### config.mk
export PLATFORM = sky130hd
export DESIGN_NAME = kdi_top
export DESIGN_NICKNAME = d
export VERILOG_FILES = /design/src/kdi_cfg_pkg.sv /design/src/kdi_proto_pkg.sv /design/src/kdi_chunk_reg.sv /design/src/kdi_ctrl_fsm.sv /design/src/kdi_req_arbiter.sv /design/src/kdi_top.sv
export VERILOG_INCLUDE_DIRS = /design/src
export SDC_FILE = /design/constraint.sdc
export NUM_CORES = 1
export LEC_CHECK = 0
export ABC_AREA = 1
export ABC_CLOCK_PERIOD_IN_PS = 1750
export BUFFER_PORTS_ARGS = -buffer_cell sky130_fd_sc_hd__buf_2
export CORE_AREA = 2 2 376 378
export CTS_CLUSTER_DIAMETER = 80
export CTS_CLUSTER_SIZE = 12
export DETAILED_ROUTE_END_ITERATION = 7
export DIE_AREA = 0 0 378 380
export GPL_TIMING_DRIVEN = 0
export PLACE_DENSITY = 0.45
export REMOVE_ABC_BUFFERS = 1
export SKIP_LAST_GASP = 1
export SLEW_MARGIN = 10
export SYNTH_ARGS = -nofsm -noshare
export SYNTH_HDL_FRONTEND = slang
export SYNTH_HIERARCHICAL = 1
export SYNTH_SLANG_ARGS = --single-unit
### constraint.sdc
create_clock -name clk_i -period 1.75 [get_ports clk_i]
set_clock_uncertainty 0.05 [all_clocks]
set_input_delay 0 -clock clk_i [delete_from_list [all_inputs] [get_ports clk_i]]
set_output_delay 0 -clock clk_i [all_outputs]
set_load 0.005 [all_outputs]
### src/kdi_defines.svh
`ifndef KDI_DEFINES_SVH
`define KDI_DEFINES_SVH

////////////////////
// Datapath widths
////////////////////

// One digest block, the unit of every scrambling transfer
`define KDI_BLOCK_W 64
// EDN word, same width as a digest block
`define KDI_EDN_W 64

////////////////////
// Nonce sizes
////////////////////

// Flash key takes two EDN words as its random nonce
`define KDI_FLASH_NONCE_CHUNKS 2
// SRAM key takes four, this also sets the nonce register depth
`define KDI_SRAM_NONCE_CHUNKS 4

// Output register contents seen before the first key is derived
`define KDI_KEY_INIT   128'h3ba9_71c4_e025_d816_4f0a_b97e_62c3_158d
`define KDI_NONCE_INIT 256'h9d1e_c047_5a36_b2f8_0e4c_7193_d6a5_28bf_61f3_a90d_4c27_e85b_b3d0_1f69_8a42_c7e5

`endif

### src/kdi_cfg_pkg.sv
`include "kdi_defines.svh"

package kdi_cfg_pkg;

  ////////////////////
  // Chunk counts
  ////////////////////

  // Key is two digest results, one per seed half
  localparam int unsigned NumKeyChunks   = 2;
  // Seed is two halves of two blocks each
  localparam int unsigned NumSeedBlocks  = 4;
  // Nonce depth in blocks, EDN words packed block by block
  localparam int unsigned NumNonceChunks =
      `KDI_SRAM_NONCE_CHUNKS * `KDI_EDN_W / `KDI_BLOCK_W;

  ////////////////////
  // Data types
  ////////////////////

  // Single 64 bit block, also one EDN word
  typedef logic [`KDI_BLOCK_W-1:0] block_t;

  // Seed blocks, index 0 is the first block loaded
  typedef block_t [NumSeedBlocks-1:0]  seed_t;
  typedef block_t [NumKeyChunks-1:0]   key_t;
  typedef block_t [NumNonceChunks-1:0] nonce_t;

endpackage

### src/kdi_proto_pkg.sv
`include "kdi_defines.svh"

package kdi_proto_pkg;

  import kdi_cfg_pkg::*;

  // Commands toward the scrambling unit
  typedef enum logic [1:0] {
    LoadShadow     = 2'd0,
    Digest         = 2'd1,
    DigestInit     = 2'd2,
    DigestFinalize = 2'd3
  } scrmbl_cmd_e;

  // Per-requester configuration carried from arbiter to controller
  typedef struct packed {
    // Mix two EDN blocks into each key half
    logic       ingest_entropy;
    // Index of the last nonce word to fetch
    logic [1:0] nonce_last;
    // Seed status from OTP, invalid seeds are sent as zero
    logic       seed_valid;
    seed_t      seed;
  } req_bundle_t;

  // Controller states, plain binary encoding
  typedef enum logic [3:0] {
    ResetSt        = 4'd0,
    IdleSt         = 4'd1,
    DigClrSt       = 4'd2,
    DigLoadSt      = 4'd3,
    FetchEntropySt = 4'd4,
    DigEntropySt   = 4'd5,
    DigFinSt       = 4'd6,
    DigWaitSt      = 4'd7,
    FetchNonceSt   = 4'd8,
    FinishSt       = 4'd9
  } state_e;

endpackage

### src/kdi_chunk_reg.sv
`timescale 1ns/1ns
`include "kdi_defines.svh"

module kdi_chunk_reg #(
  parameter type                    chunk_t   = logic [`KDI_BLOCK_W-1:0],
  parameter int unsigned            NumChunks = 2,
  parameter int unsigned            IdxW      = (NumChunks > 1) ? $clog2(NumChunks) : 1,
  parameter chunk_t [NumChunks-1:0] ResetVal  = '0
) (
  input  logic                         clk_i,
  input  logic                         rst_ni,
  input  logic                         wr_en_i,
  input  logic   [IdxW-1:0]            wr_idx_i,
  input  chunk_t                       wr_data_i,
  input  logic   [IdxW-1:0]            rd_idx_i,
  output chunk_t                       rd_data_o,
  output chunk_t [NumChunks-1:0]       q_o
);

  chunk_t [NumChunks-1:0] chunk_q;

  // One chunk written per cycle, the rest keep their value
  always_ff @(posedge clk_i or negedge rst_ni) begin
    if (!rst_ni) begin
      chunk_q <= ResetVal;
    end else if (wr_en_i) begin
      chunk_q[wr_idx_i] <= wr_data_i;
    end
  end

  // Combinational read port, independent of the write index
  assign rd_data_o = chunk_q[rd_idx_i];
  assign q_o       = chunk_q;

endmodule

### src/kdi_ctrl_fsm.sv
`timescale 1ns/1ns
`include "kdi_defines.svh"

module kdi_ctrl_fsm
  import kdi_proto_pkg::*;
(
  input  logic        clk_i,
  input  logic        rst_ni,
  input  logic        kdi_en_i,
  input  logic        req_valid_i,
  input  logic        ingest_entropy_i,
  input  logic [1:0]  nonce_last_i,
  output logic        req_ready_o,
  output logic        edn_req_o,
  input  logic        edn_ack_i,
  output scrmbl_cmd_e scrmbl_cmd_o,
  output logic        scrmbl_valid_o,
  input  logic        scrmbl_ready_i,
  input  logic        scrmbl_rsp_valid_i,
  output logic        data_sel_entropy_o,
  output logic [1:0]  seed_idx_o,
  output logic [1:0]  entropy_idx_o,
  output logic        key_wr_o,
  output logic        nonce_wr_o,
  output logic        seed_valid_wr_o
);

  state_e     state_d, state_q;
  logic [1:0] seed_cnt_d, seed_cnt_q;
  logic [1:0] entropy_cnt_d, entropy_cnt_q;
  logic       edn_req_d, edn_req_q;
  logic       edn_fire;

  // Word only counts when our request was actually up
  assign edn_fire = edn_req_q & edn_ack_i;

  always_comb begin
    state_d       = state_q;
    seed_cnt_d    = seed_cnt_q;
    entropy_cnt_d = entropy_cnt_q;
    // Outstanding request stays up until acknowledged
    edn_req_d     = edn_req_q & ~edn_ack_i;

    scrmbl_cmd_o       = LoadShadow;
    scrmbl_valid_o     = 1'b0;
    data_sel_entropy_o = 1'b0;
    key_wr_o           = 1'b0;
    nonce_wr_o         = 1'b0;
    seed_valid_wr_o    = 1'b0;
    req_ready_o        = 1'b0;

    unique case (state_q)
      // Wait for enable after OTP init
      ResetSt: begin
        if (kdi_en_i) begin
          state_d = IdleSt;
        end
      end
      IdleSt: begin
        if (req_valid_i) begin
          state_d       = DigClrSt;
          seed_cnt_d    = '0;
          entropy_cnt_d = '0;
        end
      end
      // Reset the digest state at the start of each half
      DigClrSt: begin
        scrmbl_valid_o = 1'b1;
        scrmbl_cmd_o   = DigestInit;
        if (scrmbl_ready_i) begin
          state_d = DigLoadSt;
        end
      end
      // Even seed block is loaded, odd one triggers the digest round
      DigLoadSt: begin
        scrmbl_valid_o = 1'b1;
        if (seed_cnt_q[0]) begin
          scrmbl_cmd_o = Digest;
          if (scrmbl_ready_i) begin
            state_d = ingest_entropy_i ? FetchEntropySt : DigFinSt;
          end
        end else if (scrmbl_ready_i) begin
          seed_cnt_d = seed_cnt_q + 2'd1;
        end
      end
      // Two EDN words into nonce chunks 0 and 1
      FetchEntropySt: begin
        edn_req_d = 1'b1;
        if (edn_fire) begin
          nonce_wr_o = 1'b1;
          if (entropy_cnt_q == 2'd1) begin
            edn_req_d     = 1'b0;
            entropy_cnt_d = '0;
            state_d       = DigEntropySt;
          end else begin
            entropy_cnt_d = entropy_cnt_q + 2'd1;
          end
        end
      end
      // Replay the entropy from the nonce register into the digest
      DigEntropySt: begin
        scrmbl_valid_o     = 1'b1;
        data_sel_entropy_o = 1'b1;
        if (entropy_cnt_q[0]) begin
          scrmbl_cmd_o = Digest;
          if (scrmbl_ready_i) begin
            entropy_cnt_d = '0;
            state_d       = DigFinSt;
          end
        end else if (scrmbl_ready_i) begin
          entropy_cnt_d = entropy_cnt_q + 2'd1;
        end
      end
      DigFinSt: begin
        scrmbl_valid_o = 1'b1;
        scrmbl_cmd_o   = DigestFinalize;
        if (scrmbl_ready_i) begin
          state_d = DigWaitSt;
        end
      end
      // Result lands in key half seed_cnt[1]
      DigWaitSt: begin
        if (scrmbl_rsp_valid_i) begin
          key_wr_o = 1'b1;
          if (!seed_cnt_q[1]) begin
            seed_cnt_d = seed_cnt_q + 2'd1;
            state_d    = DigClrSt;
          end else begin
            // Both halves done, latch seed status with the key
            seed_cnt_d      = '0;
            seed_valid_wr_o = 1'b1;
            state_d         = FetchNonceSt;
          end
        end
      end
      FetchNonceSt: begin
        edn_req_d = 1'b1;
        if (edn_fire) begin
          nonce_wr_o = 1'b1;
          if (entropy_cnt_q == nonce_last_i) begin
            edn_req_d     = 1'b0;
            entropy_cnt_d = '0;
            state_d       = FinishSt;
          end else begin
            entropy_cnt_d = entropy_cnt_q + 2'd1;
          end
        end
      end
      // Single-cycle ready, turned into the requester ack
      FinishSt: begin
        req_ready_o = 1'b1;
        state_d     = IdleSt;
      end
      default: begin
        state_d = ResetSt;
      end
    endcase
  end

  always_ff @(posedge clk_i or negedge rst_ni) begin
    if (!rst_ni) begin
      state_q       <= ResetSt;
      seed_cnt_q    <= '0;
      entropy_cnt_q <= '0;
      edn_req_q     <= 1'b0;
    end else begin
      state_q       <= state_d;
      seed_cnt_q    <= seed_cnt_d;
      entropy_cnt_q <= entropy_cnt_d;
      edn_req_q     <= edn_req_d;
    end
  end

  assign edn_req_o     = edn_req_q;
  assign seed_idx_o    = seed_cnt_q;
  assign entropy_idx_o = entropy_cnt_q;

endmodule

### src/kdi_req_arbiter.sv
`timescale 1ns/1ns
`include "kdi_defines.svh"

module kdi_req_arbiter
  import kdi_cfg_pkg::*;
  import kdi_proto_pkg::*;
(
  input  logic         clk_i,
  input  logic         rst_ni,
  input  logic         flash_req_i,
  input  logic         sram_req_i,
  input  logic         seed_valid_i,
  input  seed_t        flash_seed_i,
  input  block_t [1:0] sram_seed_i,
  input  logic         req_ready_i,
  output logic         flash_ack_o,
  output logic         sram_ack_o,
  output logic         req_valid_o,
  output req_bundle_t  req_bundle_o
);

  ////////////////////
  // Slot bundles
  ////////////////////

  req_bundle_t slot_bundle [2];

  // Slot 0, flash data key without entropy
  assign slot_bundle[0] = '{ingest_entropy: 1'b0,
                            nonce_last:     2'(`KDI_FLASH_NONCE_CHUNKS - 1),
                            seed_valid:     seed_valid_i,
                            seed:           flash_seed_i};
  // Slot 1, SRAM key with entropy, 128 bit seed reused for both halves
  assign slot_bundle[1] = '{ingest_entropy: 1'b1,
                            nonce_last:     2'(`KDI_SRAM_NONCE_CHUNKS - 1),
                            seed_valid:     seed_valid_i,
                            seed:           {sram_seed_i, sram_seed_i}};

  ////////////////////
  // Round robin grant
  ////////////////////

  logic busy_q;
  logic gnt_idx_q;
  logic prio_q;
  logic win_idx;

  // Priority slot wins if requesting, else the other one
  assign win_idx = prio_q ? (sram_req_i ? 1'b1 : 1'b0)
                          : (flash_req_i ? 1'b0 : 1'b1);

  always_ff @(posedge clk_i or negedge rst_ni) begin
    if (!rst_ni) begin
      busy_q    <= 1'b0;
      gnt_idx_q <= 1'b0;
      prio_q    <= 1'b0;
    end else if (busy_q) begin
      // Release on the controller's ready, rotate priority past served slot
      if (req_ready_i) begin
        busy_q <= 1'b0;
        prio_q <= ~gnt_idx_q;
      end
    end else if (flash_req_i || sram_req_i) begin
      busy_q    <= 1'b1;
      gnt_idx_q <= win_idx;
    end
  end

  assign req_valid_o  = busy_q;
  // Grant is held, so the bundle stays put during service
  assign req_bundle_o = slot_bundle[gnt_idx_q];

  // Ready becomes the one-cycle acknowledge of the granted slot
  assign flash_ack_o = busy_q & req_ready_i & ~gnt_idx_q;
  assign sram_ack_o  = busy_q & req_ready_i & gnt_idx_q;

endmodule

### src/kdi_top.sv
`timescale 1ns/1ns
`include "kdi_defines.svh"

module kdi_top
  import kdi_cfg_pkg::*;
  import kdi_proto_pkg::*;
(
  input  logic         clk_i,
  input  logic         rst_ni,
  input  logic         kdi_en_i,
  input  logic         seed_valid_i,
  input  seed_t        flash_seed_i,
  input  block_t [1:0] sram_seed_i,
  input  logic         flash_key_req_i,
  output logic         flash_key_ack_o,
  input  logic         sram_key_req_i,
  output logic         sram_key_ack_o,
  output key_t         key_o,
  output nonce_t       nonce_o,
  output logic         seed_valid_o,
  output logic         edn_req_o,
  input  logic         edn_ack_i,
  input  block_t       edn_data_i,
  output scrmbl_cmd_e  scrmbl_cmd_o,
  output logic         scrmbl_valid_o,
  input  logic         scrmbl_ready_i,
  output block_t       scrmbl_data_o,
  input  logic         scrmbl_rsp_valid_i,
  input  block_t       scrmbl_rsp_data_i
);

  logic        req_valid;
  logic        req_ready;
  req_bundle_t req_bundle;
  logic        data_sel_entropy;
  logic [1:0]  seed_idx;
  logic [1:0]  entropy_idx;
  logic        key_wr;
  logic        nonce_wr;
  logic        seed_valid_wr;
  logic        seed_valid_q;
  block_t      entropy_blk;

  kdi_req_arbiter u_req_arbiter (
    .clk_i,
    .rst_ni,
    .flash_req_i  (flash_key_req_i),
    .sram_req_i   (sram_key_req_i),
    .seed_valid_i,
    .flash_seed_i,
    .sram_seed_i,
    .req_ready_i  (req_ready),
    .flash_ack_o  (flash_key_ack_o),
    .sram_ack_o   (sram_key_ack_o),
    .req_valid_o  (req_valid),
    .req_bundle_o (req_bundle)
  );

  kdi_ctrl_fsm u_ctrl_fsm (
    .clk_i,
    .rst_ni,
    .kdi_en_i,
    .req_valid_i        (req_valid),
    .ingest_entropy_i   (req_bundle.ingest_entropy),
    .nonce_last_i       (req_bundle.nonce_last),
    .req_ready_o        (req_ready),
    .edn_req_o,
    .edn_ack_i,
    .scrmbl_cmd_o,
    .scrmbl_valid_o,
    .scrmbl_ready_i,
    .scrmbl_rsp_valid_i,
    .data_sel_entropy_o (data_sel_entropy),
    .seed_idx_o         (seed_idx),
    .entropy_idx_o      (entropy_idx),
    .key_wr_o           (key_wr),
    .nonce_wr_o         (nonce_wr),
    .seed_valid_wr_o    (seed_valid_wr)
  );

  ////////////////////
  // Output registers
  ////////////////////

  // Key half chosen by the upper seed counter bit
  kdi_chunk_reg #(
    .chunk_t   (block_t),
    .NumChunks (NumKeyChunks),
    .ResetVal  (`KDI_KEY_INIT)
  ) u_key_reg (
    .clk_i,
    .rst_ni,
    .wr_en_i   (key_wr),
    .wr_idx_i  (seed_idx[1]),
    .wr_data_i (scrmbl_rsp_data_i),
    .rd_idx_i  (1'b0),
    .rd_data_o (),
    .q_o       (key_o)
  );

  // Nonce chunks also buffer entropy blocks for the digest
  kdi_chunk_reg #(
    .chunk_t   (block_t),
    .NumChunks (NumNonceChunks),
    .ResetVal  (`KDI_NONCE_INIT)
  ) u_nonce_reg (
    .clk_i,
    .rst_ni,
    .wr_en_i   (nonce_wr),
    .wr_idx_i  (entropy_idx),
    .wr_data_i (edn_data_i),
    .rd_idx_i  (entropy_idx),
    .rd_data_o (entropy_blk),
    .q_o       (nonce_o)
  );

  always_ff @(posedge clk_i or negedge rst_ni) begin
    if (!rst_ni) begin
      seed_valid_q <= 1'b0;
    end else if (seed_valid_wr) begin
      seed_valid_q <= req_bundle.seed_valid;
    end
  end

  assign seed_valid_o = seed_valid_q;

  // Invalid seeds go to the digest as zero
  assign scrmbl_data_o = data_sel_entropy      ? entropy_blk :
                         req_bundle.seed_valid ? req_bundle.seed[seed_idx] : '0;

endmodule

After elaboration in Yosys (flattened, before gate mapping)

Cells that the tools add are included.

Register bits after elaboration: 397
Output and inout bits: 455
Input bits: 521

Reduce and logical (&&, ||, !) cells: 15
Equality and inequality tests: 25
Multiplexer cells: 69
Add/sub/neg operators: 2
Bitwise operators: 9
Order comparisons: 6

Operators by type and width:

| operator            | number |
|---|---|
| $mux 260            | 3 |
| $mux 64             | 6 |
| $bmux 64 s2         | 2 |
| $bwmux 256          | 1 |
| $bwmux 128          | 1 |
| $demux 64 s2        | 1 |
| $demux 64 s1        | 1 |
| $mux 4              | 14 |
| $pmux 4 s10         | 1 |
| $mux 2              | 13 |
| $mux 1              | 22 |
| $eq 4x3->1 const B  | 4 |
| $ne 2x2->1 const B  | 8 |
| $pmux 2 s4          | 2 |
| $reduce_and 13->1   | 1 |
| $ne 2x1->1 const B  | 6 |
| $reduce_and 5->1    | 2 |
| $eq 4x2->1 const B  | 2 |
| $eq 4x4->1 const B  | 2 |
| $lt 2x3->1 const B  | 2 |
| $pmux 2 s3          | 1 |
| $and 1x1->1         | 5 |
| $add 2x1->2 const B | 2 |
| $eq 4x1->1 const B  | 1 |
| other kinds (19)    | 23 |

Longest topological paths before layout

Word-level depth: 8
Depth in mapped cells: 11
Depth with buffers taken out: 10

Modules after synthesis

Netlist, hierarchy kept.

By module, submodules not included:

| module                       | area an instance (sq um) | instances | cells an instance | sequential area each (sq um) |
|---|---|---|---|---|
| kdi_chunk_reg at u_nonce_reg | 13452.9                  | 1         | 1867              | 6566.3 |
| kdi_chunk_reg at u_key_reg   | 6024.5                   | 1         | 761               | 3279.4 |
| kdi_req_arbiter              | 2969.1                   | 1         | 705               | 75.1 |
| kdi_top                      | 2889.0                   | 1         | 638               | 25.0 |
| kdi_ctrl_fsm                 | 949.7                    | 1         | 140               | 225.2 |

Worst setup path before layout

No wires, ideal clock.

Path kind: register to register
From: register u_ctrl_fsm.state_q[3]
To: register u_nonce_reg.chunk_q (netlist bit u_nonce_reg/q_o[240])
Path slack: -0.073 ns
Stages on the path, launching flop included: 12
Buffers on the path: 3
Arrival time: 1.652 ns
Path through: dfrtp_1 -> inv_4 -> nand2_4 -> nor2_4 -> nor2_2 -> nor2_1 -> buf_4 -> nand3_1 -> buf_4 -> buf_2 -> nand2_1 -> o21ai_1

Longest elaborated chain between the ends: 3
Elaborated cells between the ends (all ways): 4
Those cells by class: 2 x eq/ne; 1 x mux; 1 x reduce/logical

RTL lines:

| item                                            | line                | text |
|---|---|---|
| start: declaration                              | kdi_ctrl_fsm.sv:28  | `state_e state_d, state_q;` |
| start signal: assignment                        | kdi_ctrl_fsm.sv:162 | `state_q <= ResetSt;` |
| start signal: assignment                        | kdi_ctrl_fsm.sv:167 | `state_q <= state_d;` |
| $eq 4x3->1 / $eq 4x4->1 (equally long branches) | kdi_ctrl_fsm.sv:52  | `unique case (state_q)` |
| $reduce_or 2->1 (no source line) *              | n/a                 |  |
| $mux 1 *                                        | n/a                 |  |
| via nonce_wr                                    | kdi_top.sv:39       | `logic nonce_wr;` |
| end signal: assignment                          | kdi_chunk_reg.sv:25 | `chunk_q <= ResetVal;` |
| end signal: indexed assignment                  | kdi_chunk_reg.sv:27 | `chunk_q[wr_idx_i] <= wr_data_i;` |
| end: declaration                                | kdi_chunk_reg.sv:20 | `chunk_t [NumChunks-1:0] chunk_q;` |

The timed path passes the listed nets; every way through them passes the cells marked *.
A chain may end at the register's enable or synchronous reset.

Worst setup path in the final report

From: register u_ctrl_fsm.state_q[1]
To: output port scrmbl_data_o[37]

Longest elaborated chain between the ends: 3

RTL lines:

| item                 | line               | text |
|---|---|---|
| $eq 4x3->1           | kdi_ctrl_fsm.sv:52 |  |
| $mux 1               | kdi_ctrl_fsm.sv:52 |  |
| via data_sel_entropy | kdi_top.sv:35      | `logic data_sel_entropy;` |
| $mux 64              | kdi_top.sv:128     | `assign scrmbl_data_o = data_sel_entropy ? entropy_blk :` |
| end: declaration     | kdi_top.sv:27      | `output block_t scrmbl_data_o,` |

The timed path passes the listed nets, and every way through them passes these cells.

==> flow_metrics.tcl <==
set metrics [dict create \
    cp_max_fo 26 \
    gp_congestion 0.924 \
    dieWidth_um 378 \
    slew_violations 0 \
    clockRootBuffer "clkbuf_16" \
    r2r-start "u_ctrl_fsm/entropy_idx_o[1]" \
    cts_tree "yes" \
    violations "setup timing" \
    yosysWarnings 6 \
    hp-class "primary input to register" \
    wire_per_inst_um 26.4 \
    outcome "complete, but fails checks" \
    vias 32000 \
    min_period_ns 2.53 \
    grt_pass1_vias 29400 \
    arrival_ns 2.48 \
    avgSynthCellArea_um2 6.51 \
    io-pin-count 976 \
    ant_nets 0 \
    antenna_found_initial 81 \
    first_pass_iters 6 \
    drv_cap 0 \
    viasPerCell 4.58 \
    numClockSinks 397 \
    tns_ns -209.04 \
    p_per_area_nw_per_um2 1120 \
    syn_inst 3904 \
    rows 137 \
    final_core_util_pct 28.2 \
    max_slew_margin_pct 47.6 \
    dieArea_um2 144000 \
    grt_max_degree 95 \
    core_um2 139000 \
    fin_crit_sh_pct 145 \
    start_util_pct 18.3 \
    critPathRequiredTime_ns 1.70 \
    nets 5582 \
    hpwl_um 110000 \
    fin_ws_ns -0.780 \
    clkPwrFrac_pct 23.5 \
    syn_area_um2 25400 \
    max_freq_ghz 0.395 \
    switching_power_uw 18800 \
    io_buffers 975 \
    die_h_um 380 \
    p_seq_share_pct 29.8 \
    hold_viol 0 \
    clkSlewWorstSetupHoldPaths_ns 0.06 \
    p_leak_uw 0.0217 \
    tightest_slew_ns 0.786 \
    layout-drive-gt1-share_pct 32.3 \
    worstSetupEndpointType "output pin" \
    synthToLayoutAreaGrowth_pct 54.6 \
    clk_latency_ns 0.62 \
    hp-start "scrmbl_rsp_data_i[60]" \
    final_cells 6990 \
    rsz0062_at_grt "true" \
    htreeDepth 2 \
    finalWirelength_um 184000 \
    finalSetupViolations 462 \
    crit_type "register to output pin" \
    pwr-share-comb_pct 46.7 \
    clockBufferDepth 3 \
    grt_pass1_wl_um 233000 \
    grtUsageTotal_pct 22.7 \
    p_int_uw 25100 \
    p_sw_share_pct 42.9 \
    vdd_drop_max_uv 796 \
    gr-total-overflow 0 \
    startpoint "u_ctrl_fsm/state_q[1]" \
    startpoint_type "register" \
    drt_drc_violations_left 0 \
    numCtsBuffers 45 \
    drtIter0Drc 2839 \
    place_inst 6534 \
]
==> layout make-up <==
| type | count | area (um^2) |
|---|---|---|
| clock buffer | 65 | 1240 |
| inverter | 352 | 1440 |
| clock inverter | 18 | 263 |
| fill | 15600 | 99900 |
| antenna | 21 | 52.6 |
| multi-input combinational | 2889 | 12800 |
| timing repair buffer | 1364 | 10800 |
| sequential | 397 | 10200 |
| tap | 1876 | 2350 |
| timing repair inverter | 8 | 144 |
==> placed cells by master (no fill, tap or decap), types with 3 or more instances in the layout <==
cell type	count
buf_12	38
nand2_8	4
nor2_1	5
buf_16	67
inv_2	4
inv_4	3
nand2_1	2020
dlygate4sd3_1	138
buf_4	91
dfstp_2	189
dfrtp_1	199
nand2_4	29
dfrtp_2	4
nor2_4	12
o21ai_1	58
nand3_4	8
inv_1	335
diode_2	21
a21oi_1	4
inv_6	8
o21ai_0	11
bufinv_16	5
nand4_1	134
clkbuf_1	17
o21ai_2	5
o211ai_1	3
nand3_2	20
nor3_1	3
nand2_2	50
clkinv_16	4
inv_16	4
bufbuf_16	6
clkinv_2	7
dfrtp_4	5
buf_8	7
nand3_1	512
clkbuf_16	78
ha_1	4
buf_6	22
buf_2	963
==> power groups by stage <==
stage / clock [uW] / sequential (uW) / combinational [uW]
floorplan: 0 / 13900 / 10300
detailed placement: 0 / 13300 / 16400
global placement: 0 / 13700 / 13800
global route: 10900 / 13300 / 22100
CTS: 10700 / 13100 / 19300
finish: 10300 / 13100 / 20500
==> worst paths after layout <==
check / end / slack (ns) / depth (start not counted)
worst max-delay path: scrmbl_data_o[37] / -0.78 / 10
worst min-delay path: u_key_reg/q_o[124] / 0.10 / 4
worst max register to register: u_nonce_reg/q_o[111] / -0.65 / 7
worst min register to register: u_key_reg/q_o[119] / 0.41 / 2
max in group asynchronous: u_nonce_reg/q_o[177] / 0.04 / 5
min in group asynchronous: u_nonce_reg/q_o[125] / 0.50 / 3
==> critical path, cell delays in order, from the launching register on <==
cell and delay (ns):
dfrtp_2 0.41, inv_2 0.10, nand2_2 0.10, nor2_4 0.05
buf_12 0.12, nor2_4 0.17, buf_12 0.18, buf_16 0.19
nand3_1 0.15, nand2_2 0.16, buf_2 0.15
==> layer usage <==
| metal | vias up | GRT usage, % | wire length, um | share of wire (%) |
|---|---|---|---|---|
| met4 | 52 | 7.62 | 7660 | 4.2 |
| met5 | - | 0 | 350 | 0.19 |
| met2 | 1611 | 37.6 | 86000 | 47 |
| met3 | 379 | 6.01 | 16500 | 8.9 |
| met1 | 15400 | 28.4 | 73800 | 40 |
| li1 | 14500 | - | - | - |
==> metrics by stage <==
| stage | power, uW | setup WS (ns) | area [um^2] | hold WS (ns) |
|---|---|---|---|---|
| floorplan | 24200 | -11.36 | 23600 | -0.346 |
| global placement | 27500 | -27.09 | 30900 | 0.151 |
| detailed placement | 29700 | -1.75 | 32200 | -0.113 |
| CTS | 43000 | -0.831 | 37400 | 0.0327 |
| global route | 46400 | -0.827 | 39300 | 0.0856 |
| finish | 43900 | -0.780 | 39300 | 0.105 |
==> flip-flops by register name, summed over array words and instances (netlist names) <==
signal and cells:
u_nonce_reg/q_o 256, u_key_reg/q_o 128, u_ctrl_fsm/state_q 4, u_ctrl_fsm/entropy_idx_o 2, u_ctrl_fsm/seed_idx_o 2, seed_valid_o 1
u_ctrl_fsm/edn_req_o 1, u_req_arbiter/gnt_idx_q 1, u_req_arbiter/prio_q 1, u_req_arbiter/req_valid_o 1
==> timing repair <==
item                                   in CTS  in global routing
resized for setup                         117                144
pin swaps                                  13                 32
buffers inserted                           79                 47
endpoints found under the hold margin     549                  0
cloned                                     42                 46
hold buffers                              139                  0
setup endpoints to repair                 461                535
Power figures use the tool's default switching activity.
